## config.mk

```make
export PLATFORM = sky130hd
export DESIGN_NAME = pw_top
export DESIGN_NICKNAME = d
export VERILOG_FILES = /design/src/pw_pkg.sv /design/src/pw_cfg_if.sv /design/src/pw_regs.sv /design/src/pw_pattern_matcher.sv /design/src/pw_trigger.sv /design/src/pw_top.sv
export SDC_FILE = /design/constraint.sdc
export NUM_CORES = 1
export LEC_CHECK = 0
export BUFFER_PORTS_ARGS = -buffer_cell sky130_fd_sc_hd__buf_2
export CORE_MARGIN = 2
export CORE_UTILIZATION = 64
export CTS_BUF_LIST = sky130_fd_sc_hd__clkbuf_8
export DETAILED_ROUTE_END_ITERATION = 6
export PLACE_DENSITY = 0.78
export SLEW_MARGIN = 5
export SYNTH_ARGS = -nofsm -noshare
export SYNTH_HDL_FRONTEND = slang
export SYNTH_SLANG_ARGS = --single-unit
```

## constraint.sdc

```tcl
create_clock -name fe_clk_i -period 5.1 [get_ports fe_clk_i]
set_input_delay 0.51 -clock fe_clk_i [delete_from_list [all_inputs] [get_ports fe_clk_i]]
set_output_delay 0.51 -clock fe_clk_i [all_outputs]
set_load 0.01 [all_outputs]
```

## src/pw_pkg.sv

```systemverilog
package pw_pkg;

   ////////////////////////////////////////
   // widths
   ////////////////////////////////////////

   localparam int PW_DATA_W            = 8;   // register bus and fe data
   localparam int PW_TRIG_DELAY_W      = 16;
   localparam int PW_TRIG_WIDTH_W      = 8;
   localparam int PW_NUM_TRIG_W        = 4;
   localparam int PW_PATTERN_BYTES_DEF = 8;   // up to 16, one address window

   ////////////////////////////////////////
   // register map
   ////////////////////////////////////////

   typedef enum logic [PW_DATA_W-1:0] {
      REG_ARM           = 8'h00,  // bit 0 arms the matcher
      REG_SPEED         = 8'h01,
      REG_PAT_LEN       = 8'h02,
      REG_TRIG_DELAY_LO = 8'h03,
      REG_TRIG_DELAY_HI = 8'h04,
      REG_TRIG_WIDTH    = 8'h05,
      REG_NUM_TRIG      = 8'h06,
      REG_STATUS        = 8'h07,  // {busy, arm}, read only
      REG_PATTERN_BASE  = 8'h10,  // 16 byte window
      REG_MASK_BASE     = 8'h20   // 16 byte window
   } reg_addr_e;

   // upper nibble selects the pattern and mask windows
   localparam logic [PW_DATA_W-1:0] REG_WINDOW_MASK = 8'hF0;

   ////////////////////////////////////////
   // front end speed
   ////////////////////////////////////////

   // no autodetect here, AUTO decodes like FS
   typedef enum logic [1:0] {
      SPEED_FS   = 2'd0,
      SPEED_LS   = 2'd1,
      SPEED_HS   = 2'd2,
      SPEED_AUTO = 2'd3
   } usb_speed_e;

   ////////////////////////////////////////
   // trigger fsm
   ////////////////////////////////////////

   typedef enum logic [1:0] {
      TRIG_IDLE,
      TRIG_DELAY,   // low time before each pulse
      TRIG_PULSE
   } trig_state_e;

endpackage

```

## src/pw_cfg_if.sv

```systemverilog
`timescale 1ns/1ps

interface pw_cfg_if
   import pw_pkg::*;
#(
   parameter int PATTERN_BYTES = PW_PATTERN_BYTES_DEF
) ();

   logic                                      arm;
   logic [PATTERN_BYTES-1:0][PW_DATA_W-1:0]   pattern;   // byte 0 is the oldest
   logic [PATTERN_BYTES-1:0][PW_DATA_W-1:0]   mask;      // 1 = compare this bit
   logic [PW_DATA_W-1:0]                      pat_len;
   logic [PW_TRIG_DELAY_W-1:0]                trig_delay;
   logic [PW_TRIG_WIDTH_W-1:0]                trig_width;
   logic [PW_NUM_TRIG_W-1:0]                  num_trig;
   logic                                      trig_busy;
   logic                                      trig_done; // one cycle, end of train

   modport regs (
      output arm, pattern, mask, pat_len, trig_delay, trig_width, num_trig,
      input  trig_busy, trig_done
   );

   modport matcher (
      input arm, pattern, mask, pat_len, trig_busy
   );

   modport trigger (
      input  trig_delay, trig_width, num_trig,
      output trig_busy, trig_done
   );

endinterface

```

## src/pw_regs.sv

```systemverilog
`timescale 1ns/1ps

module pw_regs
   import pw_pkg::*;
#(
   parameter int PATTERN_BYTES = PW_PATTERN_BYTES_DEF
) (
   input  logic                 fe_clk_i,
   input  logic                 rst_n_i,
   input  logic [PW_DATA_W-1:0] reg_addr_i,
   input  logic [PW_DATA_W-1:0] reg_wdata_i,
   input  logic                 reg_write_i,
   input  logic                 reg_read_i,
   output logic [PW_DATA_W-1:0] reg_rdata_o,
   output logic [1:0]           fe_xcvrsel_o,
   output logic                 fe_termsel_o,
   pw_cfg_if.regs               cfg
);

   logic                                    arm_q;
   usb_speed_e                              speed_q;
   logic [PW_DATA_W-1:0]                    pat_len_q;
   logic [PW_TRIG_DELAY_W-1:0]              trig_delay_q;
   logic [PW_TRIG_WIDTH_W-1:0]              trig_width_q;
   logic [PW_NUM_TRIG_W-1:0]                num_trig_q;
   logic [PATTERN_BYTES-1:0][PW_DATA_W-1:0] pattern_q;
   logic [PATTERN_BYTES-1:0][PW_DATA_W-1:0] mask_q;
   logic [PW_DATA_W-1:0]                    rdata_q;
   logic [PW_DATA_W-1:0]                    rdata_mux;

   logic [3:0] win_idx;
   logic       win_valid;
   logic       pat_sel;
   logic       mask_sel;

   ////////////////////////////////////////
   // address decode
   ////////////////////////////////////////

   assign win_idx   = reg_addr_i[3:0];
   assign win_valid = ({1'b0, win_idx} < PATTERN_BYTES); // bytes past the depth do not exist
   assign pat_sel   = win_valid && ((reg_addr_i & REG_WINDOW_MASK) == REG_PATTERN_BASE);
   assign mask_sel  = win_valid && ((reg_addr_i & REG_WINDOW_MASK) == REG_MASK_BASE);

   ////////////////////////////////////////
   // write side
   ////////////////////////////////////////

   always_ff @(posedge fe_clk_i or negedge rst_n_i) begin
      if (!rst_n_i) begin
         arm_q        <= 1'b0;
         speed_q      <= SPEED_FS;
         pat_len_q    <= '0;
         trig_delay_q <= '0;
         trig_width_q <= '0;
         num_trig_q   <= '0;
         pattern_q    <= '0;
         mask_q       <= '0;
      end else begin
         if (reg_write_i && reg_addr_i == REG_ARM) begin
            arm_q <= reg_wdata_i[0];
         end else if (cfg.trig_done) begin
            arm_q <= 1'b0;   // one arm, one train
         end

         if (reg_write_i) begin
            case (reg_addr_i)
               REG_SPEED:         speed_q <= usb_speed_e'(reg_wdata_i[1:0]);
               REG_PAT_LEN:       pat_len_q <= reg_wdata_i;
               REG_TRIG_DELAY_LO: trig_delay_q[7:0] <= reg_wdata_i;
               REG_TRIG_DELAY_HI: trig_delay_q[15:8] <= reg_wdata_i;
               REG_TRIG_WIDTH:    trig_width_q <= reg_wdata_i;
               REG_NUM_TRIG:      num_trig_q <= reg_wdata_i[PW_NUM_TRIG_W-1:0];
               default: begin
                  for (int i = 0; i < PATTERN_BYTES; i++) begin
                     if (pat_sel && win_idx == i) pattern_q[i] <= reg_wdata_i;
                     if (mask_sel && win_idx == i) mask_q[i] <= reg_wdata_i;
                  end
               end
            endcase
         end
      end
   end

   ////////////////////////////////////////
   // read side
   ////////////////////////////////////////

   always_comb begin
      rdata_mux = '0;
      case (reg_addr_i)
         REG_ARM:           rdata_mux = {7'd0, arm_q};
         REG_SPEED:         rdata_mux = {6'd0, speed_q};
         REG_PAT_LEN:       rdata_mux = pat_len_q;
         REG_TRIG_DELAY_LO: rdata_mux = trig_delay_q[7:0];
         REG_TRIG_DELAY_HI: rdata_mux = trig_delay_q[15:8];
         REG_TRIG_WIDTH:    rdata_mux = trig_width_q;
         REG_NUM_TRIG:      rdata_mux = {4'd0, num_trig_q};
         REG_STATUS:        rdata_mux = {6'd0, cfg.trig_busy, arm_q};
         default: begin
            for (int i = 0; i < PATTERN_BYTES; i++) begin
               if (pat_sel && win_idx == i) rdata_mux = pattern_q[i];
               if (mask_sel && win_idx == i) rdata_mux = mask_q[i];
            end
         end
      endcase
   end

   always_ff @(posedge fe_clk_i or negedge rst_n_i) begin
      if (!rst_n_i) begin
         rdata_q <= '0;
      end else if (reg_read_i) begin
         rdata_q <= rdata_mux;   // held until the next read
      end
   end

   assign reg_rdata_o = rdata_q;

   // front end select follows the speed register directly
   always_comb begin
      case (speed_q)
         SPEED_LS: begin
            fe_xcvrsel_o = 2'b10;
            fe_termsel_o = 1'b1;
         end
         SPEED_HS: begin
            fe_xcvrsel_o = 2'b00;
            fe_termsel_o = 1'b0;
         end
         default: begin           // FS and AUTO
            fe_xcvrsel_o = 2'b01;
            fe_termsel_o = 1'b1;
         end
      endcase
   end

   assign cfg.arm        = arm_q;
   assign cfg.pattern    = pattern_q;
   assign cfg.mask       = mask_q;
   assign cfg.pat_len    = pat_len_q;
   assign cfg.trig_delay = trig_delay_q;
   assign cfg.trig_width = trig_width_q;
   assign cfg.num_trig   = num_trig_q;

   a_no_rd_wr_collision: assert property (
      @(posedge fe_clk_i) disable iff (!rst_n_i) !(reg_read_i && reg_write_i)
   );

endmodule

```

## src/pw_pattern_matcher.sv

```systemverilog
`timescale 1ns/1ps

module pw_pattern_matcher
   import pw_pkg::*;
#(
   parameter int PATTERN_BYTES = PW_PATTERN_BYTES_DEF
) (
   input  logic                 fe_clk_i,
   input  logic                 rst_n_i,
   input  logic [PW_DATA_W-1:0] fe_data_i,
   input  logic                 fe_rxvalid_i,
   pw_cfg_if.matcher            cfg,
   output logic                 match_o
);

   // hist_q[0] is the newest accepted byte
   logic [PATTERN_BYTES-1:0][PW_DATA_W-1:0] hist_q;
   logic                                    new_byte_q;
   logic                                    match_q;
   logic [PW_DATA_W-1:0]                    len_eff;
   logic                                    hit;

   ////////////////////////////////////////
   // byte history
   ////////////////////////////////////////

   always_ff @(posedge fe_clk_i or negedge rst_n_i) begin
      if (!rst_n_i) begin
         hist_q     <= '0;
         new_byte_q <= 1'b0;
      end else begin
         new_byte_q <= fe_rxvalid_i;   // compare once per accepted byte
         if (fe_rxvalid_i) begin
            hist_q[0] <= fe_data_i;
            for (int j = 1; j < PATTERN_BYTES; j++) begin
               hist_q[j] <= hist_q[j-1];
            end
         end
      end
   end

   ////////////////////////////////////////
   // masked compare
   ////////////////////////////////////////

   // oversized lengths clip to the history depth
   assign len_eff = (cfg.pat_len > PATTERN_BYTES) ? PW_DATA_W'(PATTERN_BYTES) : cfg.pat_len;

   always_comb begin
      logic [PW_DATA_W-1:0] pidx;
      hit  = (len_eff != '0);   // empty pattern never matches
      pidx = '0;
      for (int j = 0; j < PATTERN_BYTES; j++) begin
         if (j < len_eff) begin
            // age j lines up with pattern byte len-1-j
            pidx = len_eff - PW_DATA_W'(j) - 1'b1;
            if (((hist_q[j] ^ cfg.pattern[pidx]) & cfg.mask[pidx]) != '0) begin
               hit = 1'b0;
            end
         end
      end
   end

   // one cycle pulse, only while armed and the trigger is idle
   always_ff @(posedge fe_clk_i or negedge rst_n_i) begin
      if (!rst_n_i) begin
         match_q <= 1'b0;
      end else begin
         match_q <= new_byte_q && hit && cfg.arm && !cfg.trig_busy;
      end
   end

   assign match_o = match_q;

   // the arm flag is what keeps a finished train from retriggering
   a_match_needs_arm: assert property (
      @(posedge fe_clk_i) disable iff (!rst_n_i) match_o |-> $past(cfg.arm)
   );

endmodule

```

## src/pw_trigger.sv

```systemverilog
`timescale 1ns/1ps

module pw_trigger
   import pw_pkg::*;
(
   input  logic        fe_clk_i,
   input  logic        rst_n_i,
   input  logic        match_i,
   pw_cfg_if.trigger   cfg,
   output logic        trig_o
);

   trig_state_e                 state_q;
   logic [PW_TRIG_DELAY_W-1:0]  delay_cnt_q;
   logic [PW_TRIG_WIDTH_W-1:0]  width_cnt_q;
   logic [PW_NUM_TRIG_W-1:0]    pulse_cnt_q;   // pulses finished so far
   logic                        trig_q;
   logic                        done_q;
   logic [PW_TRIG_WIDTH_W-1:0]  width_eff;
   logic [PW_NUM_TRIG_W-1:0]    num_eff;
   logic                        last_pulse;

   // zero width or count means one
   assign width_eff  = (cfg.trig_width == '0) ? PW_TRIG_WIDTH_W'(1) : cfg.trig_width;
   assign num_eff    = (cfg.num_trig == '0) ? PW_NUM_TRIG_W'(1) : cfg.num_trig;
   assign last_pulse = (pulse_cnt_q == num_eff - 1'b1);

   ////////////////////////////////////////
   // pulse train fsm
   ////////////////////////////////////////

   always_ff @(posedge fe_clk_i or negedge rst_n_i) begin
      if (!rst_n_i) begin
         state_q     <= TRIG_IDLE;
         delay_cnt_q <= '0;
         width_cnt_q <= '0;
         pulse_cnt_q <= '0;
         trig_q      <= 1'b0;
         done_q      <= 1'b0;
      end else begin
         done_q <= 1'b0;
         case (state_q)
            TRIG_IDLE: begin
               if (match_i) begin
                  pulse_cnt_q <= '0;
                  if (cfg.trig_delay == '0) begin
                     state_q     <= TRIG_PULSE;   // no delay, rise right away
                     trig_q      <= 1'b1;
                     width_cnt_q <= width_eff - 1'b1;
                  end else begin
                     state_q     <= TRIG_DELAY;
                     delay_cnt_q <= cfg.trig_delay - 1'b1;   // first rise at match + 1 + delay
                  end
               end
            end

            TRIG_DELAY: begin
               if (delay_cnt_q == '0) begin
                  state_q     <= TRIG_PULSE;
                  trig_q      <= 1'b1;
                  width_cnt_q <= width_eff - 1'b1;
               end else begin
                  delay_cnt_q <= delay_cnt_q - 1'b1;
               end
            end

            TRIG_PULSE: begin
               if (width_cnt_q != '0) begin
                  width_cnt_q <= width_cnt_q - 1'b1;
               end else if (last_pulse) begin
                  trig_q  <= 1'b0;
                  done_q  <= 1'b1;
                  state_q <= TRIG_IDLE;
               end else if (cfg.trig_delay == '0) begin
                  // no gap, next pulse runs straight on
                  pulse_cnt_q <= pulse_cnt_q + 1'b1;
                  width_cnt_q <= width_eff - 1'b1;
               end else begin
                  trig_q      <= 1'b0;
                  pulse_cnt_q <= pulse_cnt_q + 1'b1;
                  delay_cnt_q <= cfg.trig_delay - 1'b1;  // exactly delay low cycles
                  state_q     <= TRIG_DELAY;
               end
            end

            default: state_q <= TRIG_IDLE;
         endcase
      end
   end

   assign trig_o        = trig_q;
   assign cfg.trig_done = done_q;
   // busy covers the done cycle too, arm is still high then
   assign cfg.trig_busy = (state_q != TRIG_IDLE) || done_q;

   a_trig_in_busy: assert property (
      @(posedge fe_clk_i) disable iff (!rst_n_i) trig_o |-> cfg.trig_busy
   );

   a_done_single: assert property (
      @(posedge fe_clk_i) disable iff (!rst_n_i) cfg.trig_done |=> !cfg.trig_done
   );

endmodule

```

## src/pw_top.sv

```systemverilog
`timescale 1ns/1ps

module pw_top
   import pw_pkg::*;
#(
   parameter int PATTERN_BYTES = PW_PATTERN_BYTES_DEF
) (
   input  logic                 fe_clk_i,
   input  logic                 rst_n_i,
   // host register bus
   input  logic [PW_DATA_W-1:0] reg_addr_i,
   input  logic [PW_DATA_W-1:0] reg_wdata_i,
   input  logic                 reg_write_i,
   input  logic                 reg_read_i,
   output logic [PW_DATA_W-1:0] reg_rdata_o,
   // front end
   input  logic [PW_DATA_W-1:0] fe_data_i,
   input  logic                 fe_rxvalid_i,
   output logic [1:0]           fe_xcvrsel_o,
   output logic                 fe_termsel_o,
   // trigger and leds
   output logic                 trig_o,
   output logic                 led_cap_o,
   output logic                 led_trig_o
);

   logic match;

   pw_cfg_if #(.PATTERN_BYTES(PATTERN_BYTES)) u_cfg_if ();

   pw_regs #(
      .PATTERN_BYTES (PATTERN_BYTES)
   ) u_regs (
      .fe_clk_i     (fe_clk_i),
      .rst_n_i      (rst_n_i),
      .reg_addr_i   (reg_addr_i),
      .reg_wdata_i  (reg_wdata_i),
      .reg_write_i  (reg_write_i),
      .reg_read_i   (reg_read_i),
      .reg_rdata_o  (reg_rdata_o),
      .fe_xcvrsel_o (fe_xcvrsel_o),
      .fe_termsel_o (fe_termsel_o),
      .cfg          (u_cfg_if.regs)
   );

   pw_pattern_matcher #(
      .PATTERN_BYTES (PATTERN_BYTES)
   ) u_pattern_matcher (
      .fe_clk_i     (fe_clk_i),
      .rst_n_i      (rst_n_i),
      .fe_data_i    (fe_data_i),
      .fe_rxvalid_i (fe_rxvalid_i),
      .cfg          (u_cfg_if.matcher),
      .match_o      (match)
   );

   pw_trigger u_trigger (
      .fe_clk_i (fe_clk_i),
      .rst_n_i  (rst_n_i),
      .match_i  (match),
      .cfg      (u_cfg_if.trigger),
      .trig_o   (trig_o)
   );

   assign led_cap_o  = u_cfg_if.arm;
   assign led_trig_o = u_cfg_if.trig_busy;

endmodule

```

==> impl_results.md <==
* Slew Viols, Final at 0
* Fmax at between 200 and 250 MHz
* Yosys reg bits at 273
* Routed vias at between 15k and 20k
* Global Route Usage Sum at 0.475
* Clock share of power at 0.278
* Mapped Area at 18700 µm²
* Cell taking the most area after synthesis: dfrtp_1
* RSZ-0062 raised after global routing: no
* R2R cell count at 11
* Post-synth ARST share at 1.00
* Largest net degree at the start of global routing at around 120
* Final setup viols at 0
* Synth cell count leaders: dfrtp_1, mux2_2, nand2_1
* Failing checks: design-rule violations
* CTS H-tree lvls at 2
* I/O Buffers at 42
* Worst hold slack at approximately 0.15 ns
* Gr ovfl total at 0
* Layout cell share with drive strength beyond 1 at 0.239
* Root Driver: clkbuf_8
* CTS tree: yes
* NetSw at between 0.002 and 0.003 W
* Share of the synthesized area in the top cell type at 0.366
* Die width at between 150 and 200 µm
* Max_cap viols at 0
* CTS buffer count at 47
* Final period utilization at 0.931
* Worst Path Max Fanout at 20
* Initial core utilization at 0.651
* Cell count after synthesis at 1853
* CP endpoint kind: flip-flop
* Bufs on Longest Clock Path at 3
* Post-Synthesis Net Count at roughly 1.9k
* Startpoint types: flip-flop
* YS warnings at 0
* Hold Path Class: input port to flip-flop
* Min Clock Period, post-route at ~4.8 ns
* Netlist cell types at 78
* Max_slew headroom at 0.152
* Post-CTS sizing at 0
* Crit path kind: flip-flop to flip-flop
* Die area at between 30000 and 40000 µm²
* Peak supply drop at between 0.4 and 0.5 mV
* Cell row count at between 60 and 70
* CP required at around 5.6 ns
* Final WL at 72400 µm
* Top-count cell post-synth: dfrtp_1
* Die Ht at 175 µm
* CP Data Arrival Time at 5.28 ns
* Global-route wire length before repair at 108000 µm
* Status: complete, but fails checks
* DPL Wire Length at about 52000 µm
* Average wire per standard cell at 31.8 µm
* Sequential share of power at 0.402
* Vias per inst at about 7.7
* Synth Area per Inst at between 10 and 15 µm²
* ANT nets after route at 0
* Comb power frac at 0.320
* Inst Count DP at 2195
* WHS Path Cells at 2
* Clk_lat worst skew at approximately 0.6 ns
* Post-synth EDFFs at 0
* Synth area leaders: dfrtp_1, mux2_2, mux4_2
* Non-Filler Instances at between 2k and 2.5k
* Switching share of power at 0.393
* CORE AREA at between 20000 and 30000 µm²
* Boundary pin count at 43
* Final Total Pwr at 0.00758 W
* Initial antenna violation count at 0
* Nets at 1906
* RD Place Congestion at between 1 and 1.5
* Pint at about 0.0046 W
* Vias in the first global route at ~17k
* Layout area overhead at 7.93%
* Leakage at 8.63 nW
* Drt pass-1 iters at 7
* Iteration-0 DRC Markers at approximately 2.9k
* Slew @ Worst Pin at 1.26 ns
* Setup TNS at 0 ns
* Worst-path clk slew at 0.06 ns
* N_diodes at 0
* Final hold violation count at 0
* CTS Sinks at between 200 and 300
* DRC at 2
* Sequential share of the synthesized area at 0.366
* Synth Flop Type: dfrtp_1
* Final Skew at 0.0186 ns
* P per Cell Area at about 380 nW/µm²
## final cells by class
cell class	instances	area, µm²
Sequential cell	273	6830
Inverter	45	176
Timing Repair Buffer	76	490
Fill cell	2140	8550
Clock buffer	60	826
Multi-Input combinational cell	1418	11200
Tap cell	384	480
Clock inverter	22	164
## cell usage in the layout, fill, tap and decap left out, drive strengths merged, types with 13 or more instances in the layout
cell    instances
a31oi          18
mux4           59
nand2         153
inv            58
mux2          221
o21ai          91
a22oi          40
o22ai          51
nand4          15
clkbuf         60
ha             16
a221oi         14
buf            75
and3           21
a21oi         102
nor3           43
nor4           13
nand3          49
dfrtp         273
o221ai         16
a211oi         16
mux2i          65
xor2           89
nor2           99
xnor2          42
## flip-flops by register name (all words and copies together), names as in the netlist, 2 cells and up
register                  flops
u_regs.cfg.mask              64
u_regs.cfg.num_trig           4
u_trigger.delay_cnt_q        16
u_regs.cfg.pat_len            8
u_pattern_matcher.hist_q     64
u_trigger.pulse_cnt_q         4
u_regs.cfg.trig_width         8
u_trigger.state_q             2
u_regs.speed_q                2
u_regs.cfg.trig_delay        16
u_trigger.width_cnt_q         8
u_regs.reg_rdata_o            8
u_regs.cfg.pattern           64
## path summary, 6_finish.rpt
| check | startpoint | endpoint | slack, ns |
|---|---|---|---|
| setup reg to reg | u_regs.cfg.pat_len[6] | u_pattern_matcher.match_o | 0.35 |
| setup / recovery | u_regs.cfg.pat_len[6] | u_pattern_matcher.match_o | 0.35 |
| max in group asynchronous | rst_n_i | u_trigger.delay_cnt_q[8] | 3.28 |
| hold / removal | fe_data_i[6] | u_pattern_matcher.hist_q[6] | 0.15 |
| min in group asynchronous | rst_n_i | u_trigger.width_cnt_q[2] | 0.49 |
| hold reg to reg | u_regs.reg_rdata_o[1] | u_regs.reg_rdata_o[1] | 0.51 |
## metrics by stage
stage               utilization  area (µm²)  worst slack (ns)
finish                    0.702       20200             0.350
global route              0.702       20200             0.127
CTS                       0.702       20200             0.593
detailed placement        0.667       19200             0.593
global placement          0.667       19200             0.725
floorplan                     -       18700              1.20
## critical path: stages, from the launching register on
cell and delay [ns]:
dfrtp_1 0.44, nor3_4 0.67, nand2_1 0.63, ha_1 0.47
xnor2_1 0.15, buf_4 0.18, xnor2_1 0.74, o221ai_1 0.47
a21oi_1 0.25, nor4b_1 0.24, a32oi_1 0.17, and4b_1 0.26
## cells by family (layout without fill, tap and decap cells)
group,after synthesis,after routing,synth area share
AOI/OAI and AO/OA,461,461,0.166
xor gates and xnor gates,131,131,0.0614
adders and majority gates,16,16,0.0107
buffers and inverters,162,203,0.0365
DFF,273,273,0.366
muxes,345,345,0.239
and+or+nand+nor,465,465,0.121
## per-layer routing
layer / track usage / part of all wire
met2: 0.689 / 0.41
met1: 0.657 / 0.37
met5: 0 / 0
met3: 0.159 / 0.15
met4: 0.195 / 0.065
## what timing repair did
item,CTS,global route
hold buffers,1,0
hold endpoints to repair,84,0
buffers inserted,0,0
## power groups by stage
| stage | sequential, W | clock, W | combinational, W |
|---|---|---|---|
| final | 0.00305 | 0.00211 | 0.00242 |
| after global routing | 0.00305 | 0.00221 | 0.00260 |
| after global placement | 0.00301 | 0 | 0.00221 |
| after detailed placement | 0.00303 | 0 | 0.00232 |
| after floorplan | 0.00276 | 0 | 0.00175 |
| after CTS | 0.00299 | 0.00211 | 0.00235 |
Note: power is estimated with default switching activity, not from simulation.
